<file path="src/flow_config.svh">
`ifndef FLOW_CONFIG_SVH
`define FLOW_CONFIG_SVH

// Width of one flit on the NoC
`define NOC_DATA_WIDTH 64

// Flow id width, which sets the table to 64 flows
`define FLOWID_W 6

// TCP sequence number width
`define SEQ_W 32

// Pending setups held between the notifier and the setup engine
`define SETUP_Q_DEPTH 4

`endif
</file>
<file path="src/flow_pkg.sv">
`default_nettype none

`include "flow_config.svh"

package flow_pkg;

    // New-flow notice as it arrives on the NoC, reserved bits on top
    typedef struct packed {
        logic [`NOC_DATA_WIDTH-`FLOWID_W-`SEQ_W-1:0]  reserved;
        logic [`FLOWID_W-1:0]                       flowid;
        logic [`SEQ_W-1:0]                          init_seq;
    } tcp_noc_hdr_flit;

    typedef struct packed {
        logic [`FLOWID_W-1:0]   flowid;
        logic [`SEQ_W-1:0]      init_seq;
    } setup_q_entry;

    typedef struct packed {
        logic                   active;
        logic [`SEQ_W-1:0]      seq;
    } flow_entry;

    typedef enum logic {
        TBL_READ    = 1'b0,
        TBL_WRITE   = 1'b1
    } table_op_e;

    typedef struct packed {
        table_op_e              op;
        logic [`FLOWID_W-1:0]   flowid;
        flow_entry              entry;
    } table_req;

    typedef struct packed {
        logic [`FLOWID_W-1:0]   flowid;
        flow_entry              entry;
    } query_rsp;

    typedef enum logic {
        READY       = 1'b0,
        WRITE_FIFO  = 1'b1
    } notif_state_e;

    typedef enum logic {
        SETUP_IDLE  = 1'b0,
        SETUP_WRITE = 1'b1
    } setup_state_e;

    typedef enum logic [1:0] {
        QRY_IDLE    = 2'd0,
        QRY_READ    = 2'd1,
        QRY_WAIT    = 2'd2,
        QRY_RESP    = 2'd3
    } query_state_e;

endpackage

`default_nettype wire

</file>
<file path="src/flow_notif_top.sv">
`timescale 1ns/1ps
`default_nettype none

`include "flow_config.svh"

module flow_notif_top (
     input  wire logic                          clk
    ,input  wire logic                          rst

    ,input  wire logic                          noc_ctovr_notif_val
    ,input  wire logic [`NOC_DATA_WIDTH-1:0]    noc_ctovr_notif_data
    ,output logic                               notif_noc_ctovr_rdy

    ,input  wire logic                          query_val
    ,input  wire logic [`FLOWID_W-1:0]          query_flowid
    ,output logic                               query_rdy

    ,output logic                               rsp_val
    ,output flow_pkg::query_rsp                 rsp
    ,input  wire logic                          rsp_rdy
);

    import flow_pkg::*;

    logic           notif_setup_q_wr_req;
    setup_q_entry   notif_setup_q_wr_data;
    logic           setup_q_wr_rdy;

    logic           setup_q_rd_val;
    setup_q_entry   setup_q_rd_data;
    logic           setup_q_rd_rdy;

    logic           setup_tbl_req_val;
    table_req       setup_tbl_req;
    logic           setup_tbl_req_rdy;

    logic           query_tbl_req_val;
    table_req       query_tbl_req;
    logic           query_tbl_req_rdy;
    logic           query_tbl_rsp_val;
    flow_entry      query_tbl_rsp_entry;

    new_flow_notif i_new_flow_notif (
         .clk                   (clk)
        ,.rst                   (rst)
        ,.noc_ctovr_notif_val   (noc_ctovr_notif_val)
        ,.noc_ctovr_notif_data  (noc_ctovr_notif_data)
        ,.notif_noc_ctovr_rdy   (notif_noc_ctovr_rdy)
        ,.notif_setup_q_wr_req  (notif_setup_q_wr_req)
        ,.notif_setup_q_wr_data (notif_setup_q_wr_data)
        ,.setup_q_wr_rdy        (setup_q_wr_rdy)
    );

    setup_fifo i_setup_fifo (
         .clk       (clk)
        ,.rst       (rst)
        ,.wr_val    (notif_setup_q_wr_req)
        ,.wr_data   (notif_setup_q_wr_data)
        ,.wr_rdy    (setup_q_wr_rdy)
        ,.rd_val    (setup_q_rd_val)
        ,.rd_data   (setup_q_rd_data)
        ,.rd_rdy    (setup_q_rd_rdy)
    );

    flow_setup_engine i_flow_setup_engine (
         .clk               (clk)
        ,.rst               (rst)
        ,.setup_q_rd_val    (setup_q_rd_val)
        ,.setup_q_rd_data   (setup_q_rd_data)
        ,.setup_q_rd_rdy    (setup_q_rd_rdy)
        ,.tbl_req_val       (setup_tbl_req_val)
        ,.tbl_req           (setup_tbl_req)
        ,.tbl_req_rdy       (setup_tbl_req_rdy)
    );

    flow_state_query i_flow_state_query (
         .clk           (clk)
        ,.rst           (rst)
        ,.query_val     (query_val)
        ,.query_flowid  (query_flowid)
        ,.query_rdy     (query_rdy)
        ,.tbl_req_val   (query_tbl_req_val)
        ,.tbl_req       (query_tbl_req)
        ,.tbl_req_rdy   (query_tbl_req_rdy)
        ,.tbl_rsp_val   (query_tbl_rsp_val)
        ,.tbl_rsp_entry (query_tbl_rsp_entry)
        ,.rsp_val       (rsp_val)
        ,.rsp           (rsp)
        ,.rsp_rdy       (rsp_rdy)
    );

    flow_table i_flow_table (
         .clk               (clk)
        ,.rst               (rst)
        ,.setup_req_val     (setup_tbl_req_val)
        ,.setup_req         (setup_tbl_req)
        ,.setup_req_rdy     (setup_tbl_req_rdy)
        ,.query_req_val     (query_tbl_req_val)
        ,.query_req         (query_tbl_req)
        ,.query_req_rdy     (query_tbl_req_rdy)
        ,.query_rsp_val     (query_tbl_rsp_val)
        ,.query_rsp_entry   (query_tbl_rsp_entry)
    );

endmodule

`default_nettype wire

</file>
<file path="src/flow_table.sv">
`timescale 1ns/1ps
`default_nettype none

`include "flow_config.svh"

module flow_table (
     input  wire logic                  clk
    ,input  wire logic                  rst

    ,input  wire logic                  setup_req_val
    ,input  wire flow_pkg::table_req    setup_req
    ,output logic                       setup_req_rdy

    ,input  wire logic                  query_req_val
    ,input  wire flow_pkg::table_req    query_req
    ,output logic                       query_req_rdy

    ,output logic                       query_rsp_val
    ,output flow_pkg::flow_entry        query_rsp_entry
);

    import flow_pkg::*;

    localparam int NUM_FLOWS = 1 << `FLOWID_W;

    logic [`SEQ_W-1:0]      seq_mem [NUM_FLOWS];
    logic [NUM_FLOWS-1:0]   active_vec;

    // High when the query port won the last arbitration
    logic                   last_grant_query;

    logic                   grant_setup;
    logic                   grant_query;
    logic                   any_grant;
    table_req               sel_req;
    logic                   do_write;
    logic                   do_read;

    always_comb begin
        grant_setup = setup_req_val && (!query_req_val || last_grant_query);
        grant_query = query_req_val && !grant_setup;
    end

    assign setup_req_rdy = grant_setup;
    assign query_req_rdy = grant_query;
    assign any_grant     = grant_setup || grant_query;

    assign sel_req  = grant_setup ? setup_req : query_req;
    assign do_write = any_grant && (sel_req.op == TBL_WRITE);

    // Only the query port gets read data back
    assign do_read  = grant_query && (query_req.op == TBL_READ);

    always_ff @(posedge clk) begin
        if (rst) begin
            last_grant_query <= 1'b0;
            active_vec       <= '0;
            query_rsp_val    <= 1'b0;
        end else begin
            if (any_grant) begin
                last_grant_query <= grant_query;
            end
            if (do_write) begin
                active_vec[sel_req.flowid] <= sel_req.entry.active;
            end
            query_rsp_val <= do_read;
        end
    end

    always_ff @(posedge clk) begin
        if (do_write) begin
            seq_mem[sel_req.flowid] <= sel_req.entry.seq;
        end
        if (do_read) begin
            query_rsp_entry.active <= active_vec[query_req.flowid];
            query_rsp_entry.seq    <= seq_mem[query_req.flowid];
        end
    end

endmodule

`default_nettype wire

</file>
<file path="src/flow_state_query.sv">
`timescale 1ns/1ps
`default_nettype none

`include "flow_config.svh"

module flow_state_query (
     input  wire logic                      clk
    ,input  wire logic                      rst

    ,input  wire logic                      query_val
    ,input  wire logic [`FLOWID_W-1:0]      query_flowid
    ,output logic                           query_rdy

    ,output logic                           tbl_req_val
    ,output flow_pkg::table_req             tbl_req
    ,input  wire logic                      tbl_req_rdy
    ,input  wire logic                      tbl_rsp_val
    ,input  wire flow_pkg::flow_entry       tbl_rsp_entry

    ,output logic                           rsp_val
    ,output flow_pkg::query_rsp             rsp
    ,input  wire logic                      rsp_rdy
);

    import flow_pkg::*;

    query_state_e           state_reg;
    query_state_e           state_next;

    logic [`FLOWID_W-1:0]   flowid_reg;
    flow_entry              entry_reg;
    logic                   store_flowid;
    logic                   store_entry;

    always_ff @(posedge clk) begin
        if (rst) begin
            state_reg <= QRY_IDLE;
        end else begin
            state_reg <= state_next;
        end
    end

    always_ff @(posedge clk) begin
        if (store_flowid) begin
            flowid_reg <= query_flowid;
        end
        if (store_entry) begin
            entry_reg <= tbl_rsp_entry;
        end
    end

    always_comb begin
        tbl_req.op     = TBL_READ;
        tbl_req.flowid = flowid_reg;
        tbl_req.entry  = '0;
    end

    assign rsp.flowid = flowid_reg;
    assign rsp.entry  = entry_reg;

    always_comb begin
        query_rdy    = 1'b0;
        tbl_req_val  = 1'b0;
        rsp_val      = 1'b0;
        store_flowid = 1'b0;
        store_entry  = 1'b0;
        state_next   = state_reg;

        case (state_reg)
            QRY_IDLE: begin
                query_rdy = 1'b1;
                if (query_val) begin
                    store_flowid = 1'b1;
                    state_next   = QRY_READ;
                end
            end
            QRY_READ: begin
                tbl_req_val = 1'b1;
                if (tbl_req_rdy) begin
                    state_next = QRY_WAIT;
                end
            end
            // The table answers exactly one cycle after granting the read
            QRY_WAIT: begin
                if (tbl_rsp_val) begin
                    store_entry = 1'b1;
                    state_next  = QRY_RESP;
                end
            end
            QRY_RESP: begin
                rsp_val = 1'b1;
                if (rsp_rdy) begin
                    state_next = QRY_IDLE;
                end
            end
        endcase
    end

endmodule

`default_nettype wire

</file>
<file path="src/flow_setup_engine.sv">
`timescale 1ns/1ps
`default_nettype none

module flow_setup_engine (
     input  wire logic                      clk
    ,input  wire logic                      rst

    ,input  wire logic                      setup_q_rd_val
    ,input  wire flow_pkg::setup_q_entry    setup_q_rd_data
    ,output logic                           setup_q_rd_rdy

    ,output logic                           tbl_req_val
    ,output flow_pkg::table_req             tbl_req
    ,input  wire logic                      tbl_req_rdy
);

    import flow_pkg::*;

    setup_state_e   state_reg;
    setup_state_e   state_next;

    setup_q_entry   pending_reg;
    logic           store_pending;

    always_ff @(posedge clk) begin
        if (rst) begin
            state_reg <= SETUP_IDLE;
        end else begin
            state_reg <= state_next;
        end
    end

    always_ff @(posedge clk) begin
        if (store_pending) begin
            pending_reg <= setup_q_rd_data;
        end
    end

    // A new flow starts active at its initial sequence number.
    // A later notice for the same flow simply overwrites the entry.
    always_comb begin
        tbl_req.op           = TBL_WRITE;
        tbl_req.flowid       = pending_reg.flowid;
        tbl_req.entry.active = 1'b1;
        tbl_req.entry.seq    = pending_reg.init_seq;
    end

    always_comb begin
        setup_q_rd_rdy = 1'b0;
        tbl_req_val    = 1'b0;
        store_pending  = 1'b0;
        state_next     = state_reg;

        case (state_reg)
            SETUP_IDLE: begin
                setup_q_rd_rdy = 1'b1;
                if (setup_q_rd_val) begin
                    store_pending = 1'b1;
                    state_next    = SETUP_WRITE;
                end
            end
            SETUP_WRITE: begin
                tbl_req_val = 1'b1;
                if (tbl_req_rdy) begin
                    state_next = SETUP_IDLE;
                end
            end
        endcase
    end

endmodule

`default_nettype wire

</file>
<file path="src/setup_fifo.sv">
`timescale 1ns/1ps
`default_nettype none

`include "flow_config.svh"

module setup_fifo (
     input  wire logic                      clk
    ,input  wire logic                      rst

    ,input  wire logic                      wr_val
    ,input  wire flow_pkg::setup_q_entry    wr_data
    ,output logic                           wr_rdy

    ,output logic                           rd_val
    ,output flow_pkg::setup_q_entry         rd_data
    ,input  wire logic                      rd_rdy
);

    import flow_pkg::*;

    localparam int PTR_W = $clog2(`SETUP_Q_DEPTH);
    localparam int CNT_W = $clog2(`SETUP_Q_DEPTH + 1);

    setup_q_entry       mem [`SETUP_Q_DEPTH];
    logic [PTR_W-1:0]   wr_ptr;
    logic [PTR_W-1:0]   rd_ptr;
    logic [CNT_W-1:0]   count;

    logic               wr_fire;
    logic               rd_fire;

    assign wr_rdy  = (count != CNT_W'(`SETUP_Q_DEPTH));
    assign rd_val  = (count != '0);
    assign rd_data = mem[rd_ptr];

    assign wr_fire = wr_val && wr_rdy;
    assign rd_fire = rd_val && rd_rdy;

    always_ff @(posedge clk) begin
        if (wr_fire) begin
            mem[wr_ptr] <= wr_data;
        end
    end

    always_ff @(posedge clk) begin
        if (rst) begin
            wr_ptr <= '0;
            rd_ptr <= '0;
            count  <= '0;
        end else begin
            if (wr_fire) begin
                wr_ptr <= (wr_ptr == PTR_W'(`SETUP_Q_DEPTH - 1)) ? '0 : wr_ptr + 1'b1;
            end
            if (rd_fire) begin
                rd_ptr <= (rd_ptr == PTR_W'(`SETUP_Q_DEPTH - 1)) ? '0 : rd_ptr + 1'b1;
            end
            // A read and a write in the same cycle leave the count as it is
            case ({wr_fire, rd_fire})
                2'b10:   count <= count + 1'b1;
                2'b01:   count <= count - 1'b1;
                default: count <= count;
            endcase
        end
    end

endmodule

`default_nettype wire

</file>
<file path="src/new_flow_notif.sv">
`timescale 1ns/1ps
`default_nettype none

`include "flow_config.svh"

module new_flow_notif (
     input  wire logic                          clk
    ,input  wire logic                          rst

    ,input  wire logic                          noc_ctovr_notif_val
    ,input  wire logic [`NOC_DATA_WIDTH-1:0]    noc_ctovr_notif_data
    ,output logic                               notif_noc_ctovr_rdy

    ,output logic                               notif_setup_q_wr_req
    ,output flow_pkg::setup_q_entry             notif_setup_q_wr_data
    ,input  wire logic                          setup_q_wr_rdy
);

    import flow_pkg::*;

    notif_state_e       state_reg;
    notif_state_e       state_next;

    tcp_noc_hdr_flit    hdr_flit_cast;
    setup_q_entry       entry_reg;
    logic               store_entry;

    assign hdr_flit_cast = noc_ctovr_notif_data;

    always_ff @(posedge clk) begin
        if (rst) begin
            state_reg <= READY;
        end else begin
            state_reg <= state_next;
        end
    end

    // Fields are captured on the accepting edge and held while the queue is full
    always_ff @(posedge clk) begin
        if (store_entry) begin
            entry_reg.flowid   <= hdr_flit_cast.flowid;
            entry_reg.init_seq <= hdr_flit_cast.init_seq;
        end
    end

    assign notif_setup_q_wr_data = entry_reg;

    always_comb begin
        notif_noc_ctovr_rdy  = 1'b0;
        notif_setup_q_wr_req = 1'b0;
        store_entry          = 1'b0;
        state_next           = state_reg;

        case (state_reg)
            READY: begin
                notif_noc_ctovr_rdy = 1'b1;
                if (noc_ctovr_notif_val) begin
                    store_entry = 1'b1;
                    state_next  = WRITE_FIFO;
                end
            end
            WRITE_FIFO: begin
                notif_setup_q_wr_req = 1'b1;
                if (setup_q_wr_rdy) begin
                    state_next = READY;
                end
            end
        endcase
    end

endmodule

`default_nettype wire

</file>
<file path="config.mk">
export PLATFORM = sky130hd
export DESIGN_NAME = flow_notif_top
export DESIGN_NICKNAME = d
export VERILOG_FILES = /design/src/flow_pkg.sv /design/src/flow_notif_top.sv /design/src/flow_table.sv /design/src/flow_state_query.sv /design/src/flow_setup_engine.sv /design/src/setup_fifo.sv /design/src/new_flow_notif.sv
export VERILOG_INCLUDE_DIRS = /design/src
export SDC_FILE = /design/constraint.sdc
export NUM_CORES = 2
export LEC_CHECK = 0
export BUFFER_PORTS_ARGS = -buffer_cell sky130_fd_sc_hd__buf_2
export CORE_MARGIN = 2
export CORE_UTILIZATION = 41
export DETAILED_ROUTE_END_ITERATION = 16
export SKIP_LAST_GASP = 1
export SLEW_MARGIN = 20
export SYNTH_ARGS = -nofsm -noshare
export SYNTH_HDL_FRONTEND = slang
export SYNTH_SLANG_ARGS = --single-unit
</file>
<file path="constraint.sdc">
create_clock -name clk -period 4.9 [get_ports clk]
set_input_delay 0 -clock clk [delete_from_list [all_inputs] [get_ports clk]]
set_output_delay 0 -clock clk [all_outputs]
set_load 0.02 [all_outputs]
</file>
# After elaboration in Yosys (flattened, before gate mapping)
# Memories as Yosys holds them, arrays and structs flattened. A register that Yosys moved wholly into a read port is not among the register bits.
# Cells that the tools add are included.
dict set report word_totals {
  register_bits 155
  ram_bits 2200
  output_inout_bits 42
  memories 2
}
dict set report op_classes {
  n_addsub 4
  magnitude_cmp 3
  n_eq_ne 12
  n_mux 37
  n_bitwise 2
  n_reduce_logical 14
}
# name depth width read_ports rd_ports_with_merged_regs write_ports line_no
set mem_list {}
lappend mem_list {i_flow_table.seq_mem 64 32 1 1 1 flow_table.sv:26} ;# logic [`SEQ_W-1:0] seq_mem [NUM_FLOWS];
lappend mem_list {i_setup_fifo.mem 4 38 1 1 1 setup_fifo.sv:24} ;# setup_q_entry mem [`SETUP_Q_DEPTH];
# cell n
set op_table {}
lappend op_table {{$bwmux W64} 1}
lappend op_table {{$mux W40} 1}
lappend op_table {{$mux W1} 23}
lappend op_table {{$lt A6 B7 Y1 const B} 2}
lappend op_table {{$mux W2} 6}
lappend op_table {{$eq A2 B2 Y1 const B} 5}
lappend op_table {{$pmux W2 S4} 1}
lappend op_table {{$bmux W1 S6} 1}
lappend op_table {{$demux W1 S6} 1}
lappend op_table {{$ge A6 B1 Y1 const B} 1}
lappend op_table {{$logic_and A1 B1 Y1} 6}
lappend op_table {{$pmux W3 S2} 1}
lappend op_table {{$add A2 B1 Y2 const B} 2}
lappend op_table {{$eq A2 B1 Y1 const B} 2}
lappend op_table {{$ne A2 B1 Y1 const B} 2}
lappend op_table {{$ne A2 B2 Y1 const B} 2}
lappend op_table {{$pmux W1 S2} 2}
lappend op_table {{$reduce_and A4 Y1} 1}
lappend op_table {{$add A3 B1 Y3 const B} 1}
lappend op_table {{$ne A3 B3 Y1 const B} 1}
lappend op_table {{$reduce_bool A3 Y1} 1}
lappend op_table {{$sub A3 B1 Y3 const B} 1}
lappend op_table {{$logic_not A1 Y1} 2}
lappend op_table {{$logic_not A2 Y1} 1}
lappend op_table {{3 further kinds} 5}

# Logic depth before layout (Yosys ltp)
dict set report depth {
  depth_word 11
  ltp_mapped 10
  depth_no_buf 9
}

# Modules after synthesis
# From an unflattened synthesis, not the netlist that was laid out.
dict set report hier_totals {
  hier_cells 4235
  hier_area_um2 92553.8
}
# module n_inst cells_per_inst area_each_um2
set by_module_without_submodules {}
lappend by_module_without_submodules {flow_table 1 3794 82497.9}
lappend by_module_without_submodules {setup_fifo 1 250 5964.5}
lappend by_module_without_submodules {flow_state_query 1 102 1702.9}
lappend by_module_without_submodules {flow_setup_engine 1 46 1203.7}
lappend by_module_without_submodules {new_flow_notif 1 43 1184.9}

# Worst setup path before layout
# Ideal clock, no wire load.
dict set report synth_path {
  kind {flip-flop to flip-flop}
  startpoint {register i_flow_setup_engine.state_reg}
  endpoint {register i_setup_fifo.count[2]}
  setup_time_ns 0.071
  arrival_time_ns 3.912
  required_ns 4.829
  slack_ns 0.917
  path_stages_with_launch 10
  n_path_buf 2
  synth_period_minus_slack_ns 3.983
  path_cell_list {dfxtp_1 clkbuf_1 clkbuf_1 nor2_1 ha_1 inv_1 fa_1 xor2_1 or3_1 a21oi_1}
}
dict set report synth_via {
  elab_chain_len 4
  elab_cells_between_ends 6
  classes_between {2 x eq/ne; 2 x mux; 2 x reduce/logical}
}
# item line_no
set synth_lines {}
lappend synth_lines {{start: declaration} flow_setup_engine.sv:19} ;# setup_state_e state_reg;
lappend synth_lines {{start signal: assignment} flow_setup_engine.sv:29} ;# state_reg <= state_next;
lappend synth_lines {{$mux W1 *} flow_setup_engine.sv:54} ;# case (state_reg)
lappend synth_lines {{$logic_and A1 B1 Y1 *} setup_fifo.sv:37} ;# assign rd_fire = rd_val && rd_rdy;
lappend synth_lines {{$eq A2 B1 Y1 / $eq A2 B2 Y1 (equally long branches)} setup_fifo.sv:58} ;# case ({wr_fire, rd_fire})
lappend synth_lines {{$pmux W3 S2 / $reduce_bool A2 Y1 (equally long branches)} --}
lappend synth_lines {{end signal: assignment} setup_fifo.sv:59} ;# 2'b10: count <= count + 1'b1;
lappend synth_lines {{end signal: assignment} setup_fifo.sv:60} ;# 2'b01: count <= count - 1'b1;
lappend synth_lines {{end signal: assignment} setup_fifo.sv:61} ;# default: count <= count;
lappend synth_lines {{end: declaration} setup_fifo.sv:27} ;# logic [CNT_W-1:0] count;
# Every way passes the cells marked *; elsewhere a longest branch is shown, timed or not.
# A chain may end at the register's enable or synchronous reset.

==> results.env <==
STATUS='finished, final reports clean'
YOSYS-TOP-CELLS-AREA='edfxtp_1, mux4_2, dfxtp_1'
DETAIL_ROUTE.FIRST_PASS.ITERATIONS=8
WORST_IR_DROP_VDD_mV=0.4397
DETAILED_PLACE_HPWL_MM=119.9
N_FILL_CELL=17930
GLOBALROUTEOVERFLOWTOTAL=0
GRT_SETUP_UNREPAIRED='false'
DOMINANTREGCELLSYNTH='edfxtp_1'
FINAL.MIN_CLOCK_PERIOD_NS=3.903
DETAILEDROUTE.FIRSTITERATIONVIOLATIONS=4418
MAX_CAP_VIOL_COUNT=0
CTS_BUFFERS=233
REGTOREGSTARTPOINT='i_flow_state_query.flowid_reg[1]$_DFFE_PP_'
RELSLEWSLACK_PCT=25.56
SYNTH_TOP_AREA_SHARE_PCT=76.86
DESIGN.CORE.AREA_MM2=0.2223
START_UTIL_PCT=41.26
POWER.DENSITY_mW_PER_MM2=498.4
POST_SYNTH_INST_COUNT=3934
MOST_COMMON_CELL_TYPE_ON_THE_CRITICAL_PATH='mux4_2'
CLOCK_SINK_COUNT=2425
ROOT_BUFFER='clkbuf_16'
POST_SYNTH_INSTANCE_AREA_MM2=0.09173
NETLIST.TOP_CELL.BY_AREA='edfxtp_1'
GRT_ANTENNA_BEFORE_REPAIR=12
WORST_SETUP_PATH_START_KIND='flop'
DIE_AREA_MM2=0.2275
FINAL_HOLD_VIOLATING_ENDPOINTS=0
WORST_SKEW_PAIR.LATE_LATENCY_NS=0.86
LARGEST_NET_DEGREE_AT_THE_START_OF_GLOBAL_ROUTING=78
CTS_MAX_LEVEL=4
WORST_R2R_PATH_DEPTH=6
NUMPORTBUFFERS=90
AVGROUTEDWIREPERCELL_UM=28.94
CP_NUM_BUF_INV=2
WORST_HOLD_CHECK_PATH_TYPE='primary input to flop'
VIAS_PER_CELL=5.647
WIRE_LENGTH_OF_THE_FIRST_GLOBAL_ROUTING_PASS_MM=311.0
WORST_PIN_SLEW_NS=1.117
ROUTE.VIAS.TOTAL=42370
NETS=4405
TOTALNEGATIVESETUPSLACK_NS=0
SYN_AVG_CELL_AREA_UM2=23.32
LARGEST_REG_BY_FF_COUNT='i_flow_table.seq_mem'
CLK_PIN_SLEW_WORST_PATHS_NS=0.06
REPORT.FINAL.SETUP_VIOL=0
POST_CTS.REPAIR.SETUP_BUFFERS=0
WORSTPATHREQUIRED_NS=5.45
FINAL-INSTANCE-COUNT-EXCL-FILL=7503
CRITICAL_PATH_CLASS='flop to flop'
YS_WARN_COUNT=0
HOLD_WS_NS=0.1084
P_LEAK_nW=33.72
TRITONCTS_CLOCK_TREE='done'
ASYNCSETRESETFLOPFRACSYNTH_PCT=0
BOUNDARYPINS=117
FINAL_AREA_MM2=0.1063
WORST_EP_ARRIVAL_TIME_NS=4.46
SYNTH_SEQ_AREA_SHARE_PCT=78.54
NUMBER_OF_FLIP_FLOPS_IN_THE_LARGEST_REGISTER=2048
FINAL_COMMON_CELL='edfxtp_1'
CLOCK_PATH_BUFFERS=3
BIGGESTREGSBYFLOPS='i_flow_table.seq_mem (2048), i_setup_fifo.mem (152), i_flow_table.active_vec (64)'
PATH_DELAY_FAMILY='flip-flops'
TIMING.CRITICAL_PATH.SLOWEST_STAGE_CELL='edfxtp_1'
FINALWORSTSETUPSLACK_NS=0.9973
FINAL_MAX_SLEW_VIOL_COUNT=0
COMMONEST_CELLS_AFTER_ROUTING_FILL_AND_TAPS_ASIDE='edfxtp_1, mux4_2, clkbuf_16'
END_KIND='flop'
SYNTH_ENABLE_FLOP_CELLS=2348
CPPEAKSTAGEDELAY_NS=1.08
FMAXACHIEVABLE_GHz=0.2562
WORSTPATHMAXFANOUT=31
NUMBER_OF_GLOBAL_ROUTE_VIAS_BEFORE_REPAIR=43250
LAYOUT-AREA-OVERHEAD-VS-SYNTH_PCT=15.88
DIE_WIDTH_UM=477.0
HOLD_PATH.STARTPOINT='rsp_rdy'
WORST_CLOCK_SKEW_NS=0.04546
YS_TYPES=46
GLOBALPLACE.CONGESTION=0.7489
PRE_CTS_SLACK_NS=1.133
MIN_TO='i_flow_state_query.state_reg[0]$_SDFFE_PP0P_'
R2R_SLACK_NS=1.0
FINAL_LAYOUT_SIZE_SUFFIX_GT1_SHARE_PCT=32.01
ROUTED_WIRELENGTH_MM=217.1
SYNTH.FF_LATCH_COUNT=2425
NUMBER_OF_STANDARD_CELL_ROWS_IN_THE_FLOORPLAN=173
POSTSYNTHNETCOUNT=4020
ROUTE.ANTENNA.REMAINING_NETS=0
CRIT-REG2REG-CAPTURE='i_flow_table.query_rsp_entry[16]$_DFFE_PP_'
DIE_H_UM=477.0
POSTCTSRESIZEDCELLS=0
HOLDBUFCOUNTCTS=94
POST-PLACE-CELLS=6965
FIN_CRIT_SH_PCT=79.65
CP_CELL_SEQUENCE='buf_12 -> buf_4 -> mux4_2 -> mux4_2 -> a211oi_1 -> a21oi_1'
HOLD_PATH_DEPTH=5
POST_DP_CELL_AREA_MM2=0.09734
GLOBAL_ROUTE.USAGE.TOTAL_PCT=18.92
DRC=0
[routing by layer]
layer	wire, um	track usage [%]	vias up
li1	-	-	17540
met4	4074	4.155	2
met3	15060	4.176	257
met5	19	0	-
met1	92130	26.42	23250
met2	105900	30.58	1328
[cell usage after synthesis (all sizes together) (2+ instances only)]
library cell,count
a211oi,23
a21oi,50
a22oi,46
a31oi,4
and2,16
and3,32
buf,106
clkbuf,104
dfxtp,77
edfxtp,2348
ha,10
inv,13
mux2,31
mux2i,90
mux4,624
nand2,62
nand2b,9
nand3,11
nand4,10
nor2,105
nor2b,33
nor3,8
nor3b,2
o211ai,22
o21ai,12
o21ba,56
o221ai,7
o22ai,6
o31a,3
or3,2
xor2,2
[worst max path at each step]
stage                                                     startpoint                                         end  cells after the start
after floorplan             i_flow_setup_engine.state_reg$_SDFF_PP0_          i_setup_fifo.count[2]$_SDFFE_PP0P_                      9
after global routing      i_flow_state_query.flowid_reg[1]$_DFFE_PP_  i_flow_table.query_rsp_entry[16]$_DFFE_PP_                      6
after global placement    i_flow_state_query.flowid_reg[1]$_DFFE_PP_  i_flow_table.query_rsp_entry[14]$_DFFE_PP_                      7
after detailed placement  i_flow_state_query.flowid_reg[1]$_DFFE_PP_  i_flow_table.query_rsp_entry[16]$_DFFE_PP_                      6
after CTS                 i_flow_state_query.flowid_reg[1]$_DFFE_PP_  i_flow_table.query_rsp_entry[16]$_DFFE_PP_                      6
final                     i_flow_state_query.flowid_reg[1]$_DFFE_PP_  i_flow_table.query_rsp_entry[16]$_DFFE_PP_                      6
[per-stage QoR]
| stage | total power [W] | utilization, % |
|---|---|---|
| CTS | 0.05339 | 47.76 |
| floorplan | 0.03143 | - |
| finish | 0.05297 | 47.82 |
| global placement | 0.03480 | 43.79 |
| global route | 0.05482 | 47.81 |
| detailed placement | 0.03502 | 43.79 |
[tightest hold or removal path, delay by kind of cell]
family,cells,cell delay (ns)
buffers and inverters,1,0.10
AO/OA/AOI/OAI,3,0.48
AND/OR/NAND/NOR,1,0.31
[power breakdown]
| group | total [W] | leakage [nW] | switching [W] | internal (W) |
|---|---|---|---|---|
| Combinational | 0.00890 | 7.60 | 0.00561 | 0.00329 |
| Clock | 0.0184 | 3.86 | 0.00770 | 0.0107 |
| Sequential | 0.0257 | 22.3 | 0.000491 | 0.0252 |
| Total | 0.0530 | 33.7 | 0.0138 | 0.0392 |
[cells by family after synthesis]
logic type      count (synthesis)  share of synthesized area (%)
fa+ha+maj                      11                         0.1582
compound gates                235                          1.916
mux                           745                          16.68
simple gates                  293                          1.522
xor+xnor                        2                        0.01910
flops                        2425                          78.54
buf+inv                       223                          1.158
[cell type report]
type / count / area [um^2] / share of cell area, %
diodes: 8 / 20.02 / 0.01883
clock buffers: 284 / 6176 / 5.810
clock inverters: 152 / 1717 / 1.615
inverters: 13 / 53.80 / 0.05061
multi-input cells: 1286 / 19280 / 18.14
flip-flops and latches: 2425 / 72050 / 67.78
well taps: 2975 / 3722 / 3.502
repair buffers: 360 / 3276 / 3.082
Note: power is estimated with default switching activity, not from simulation.
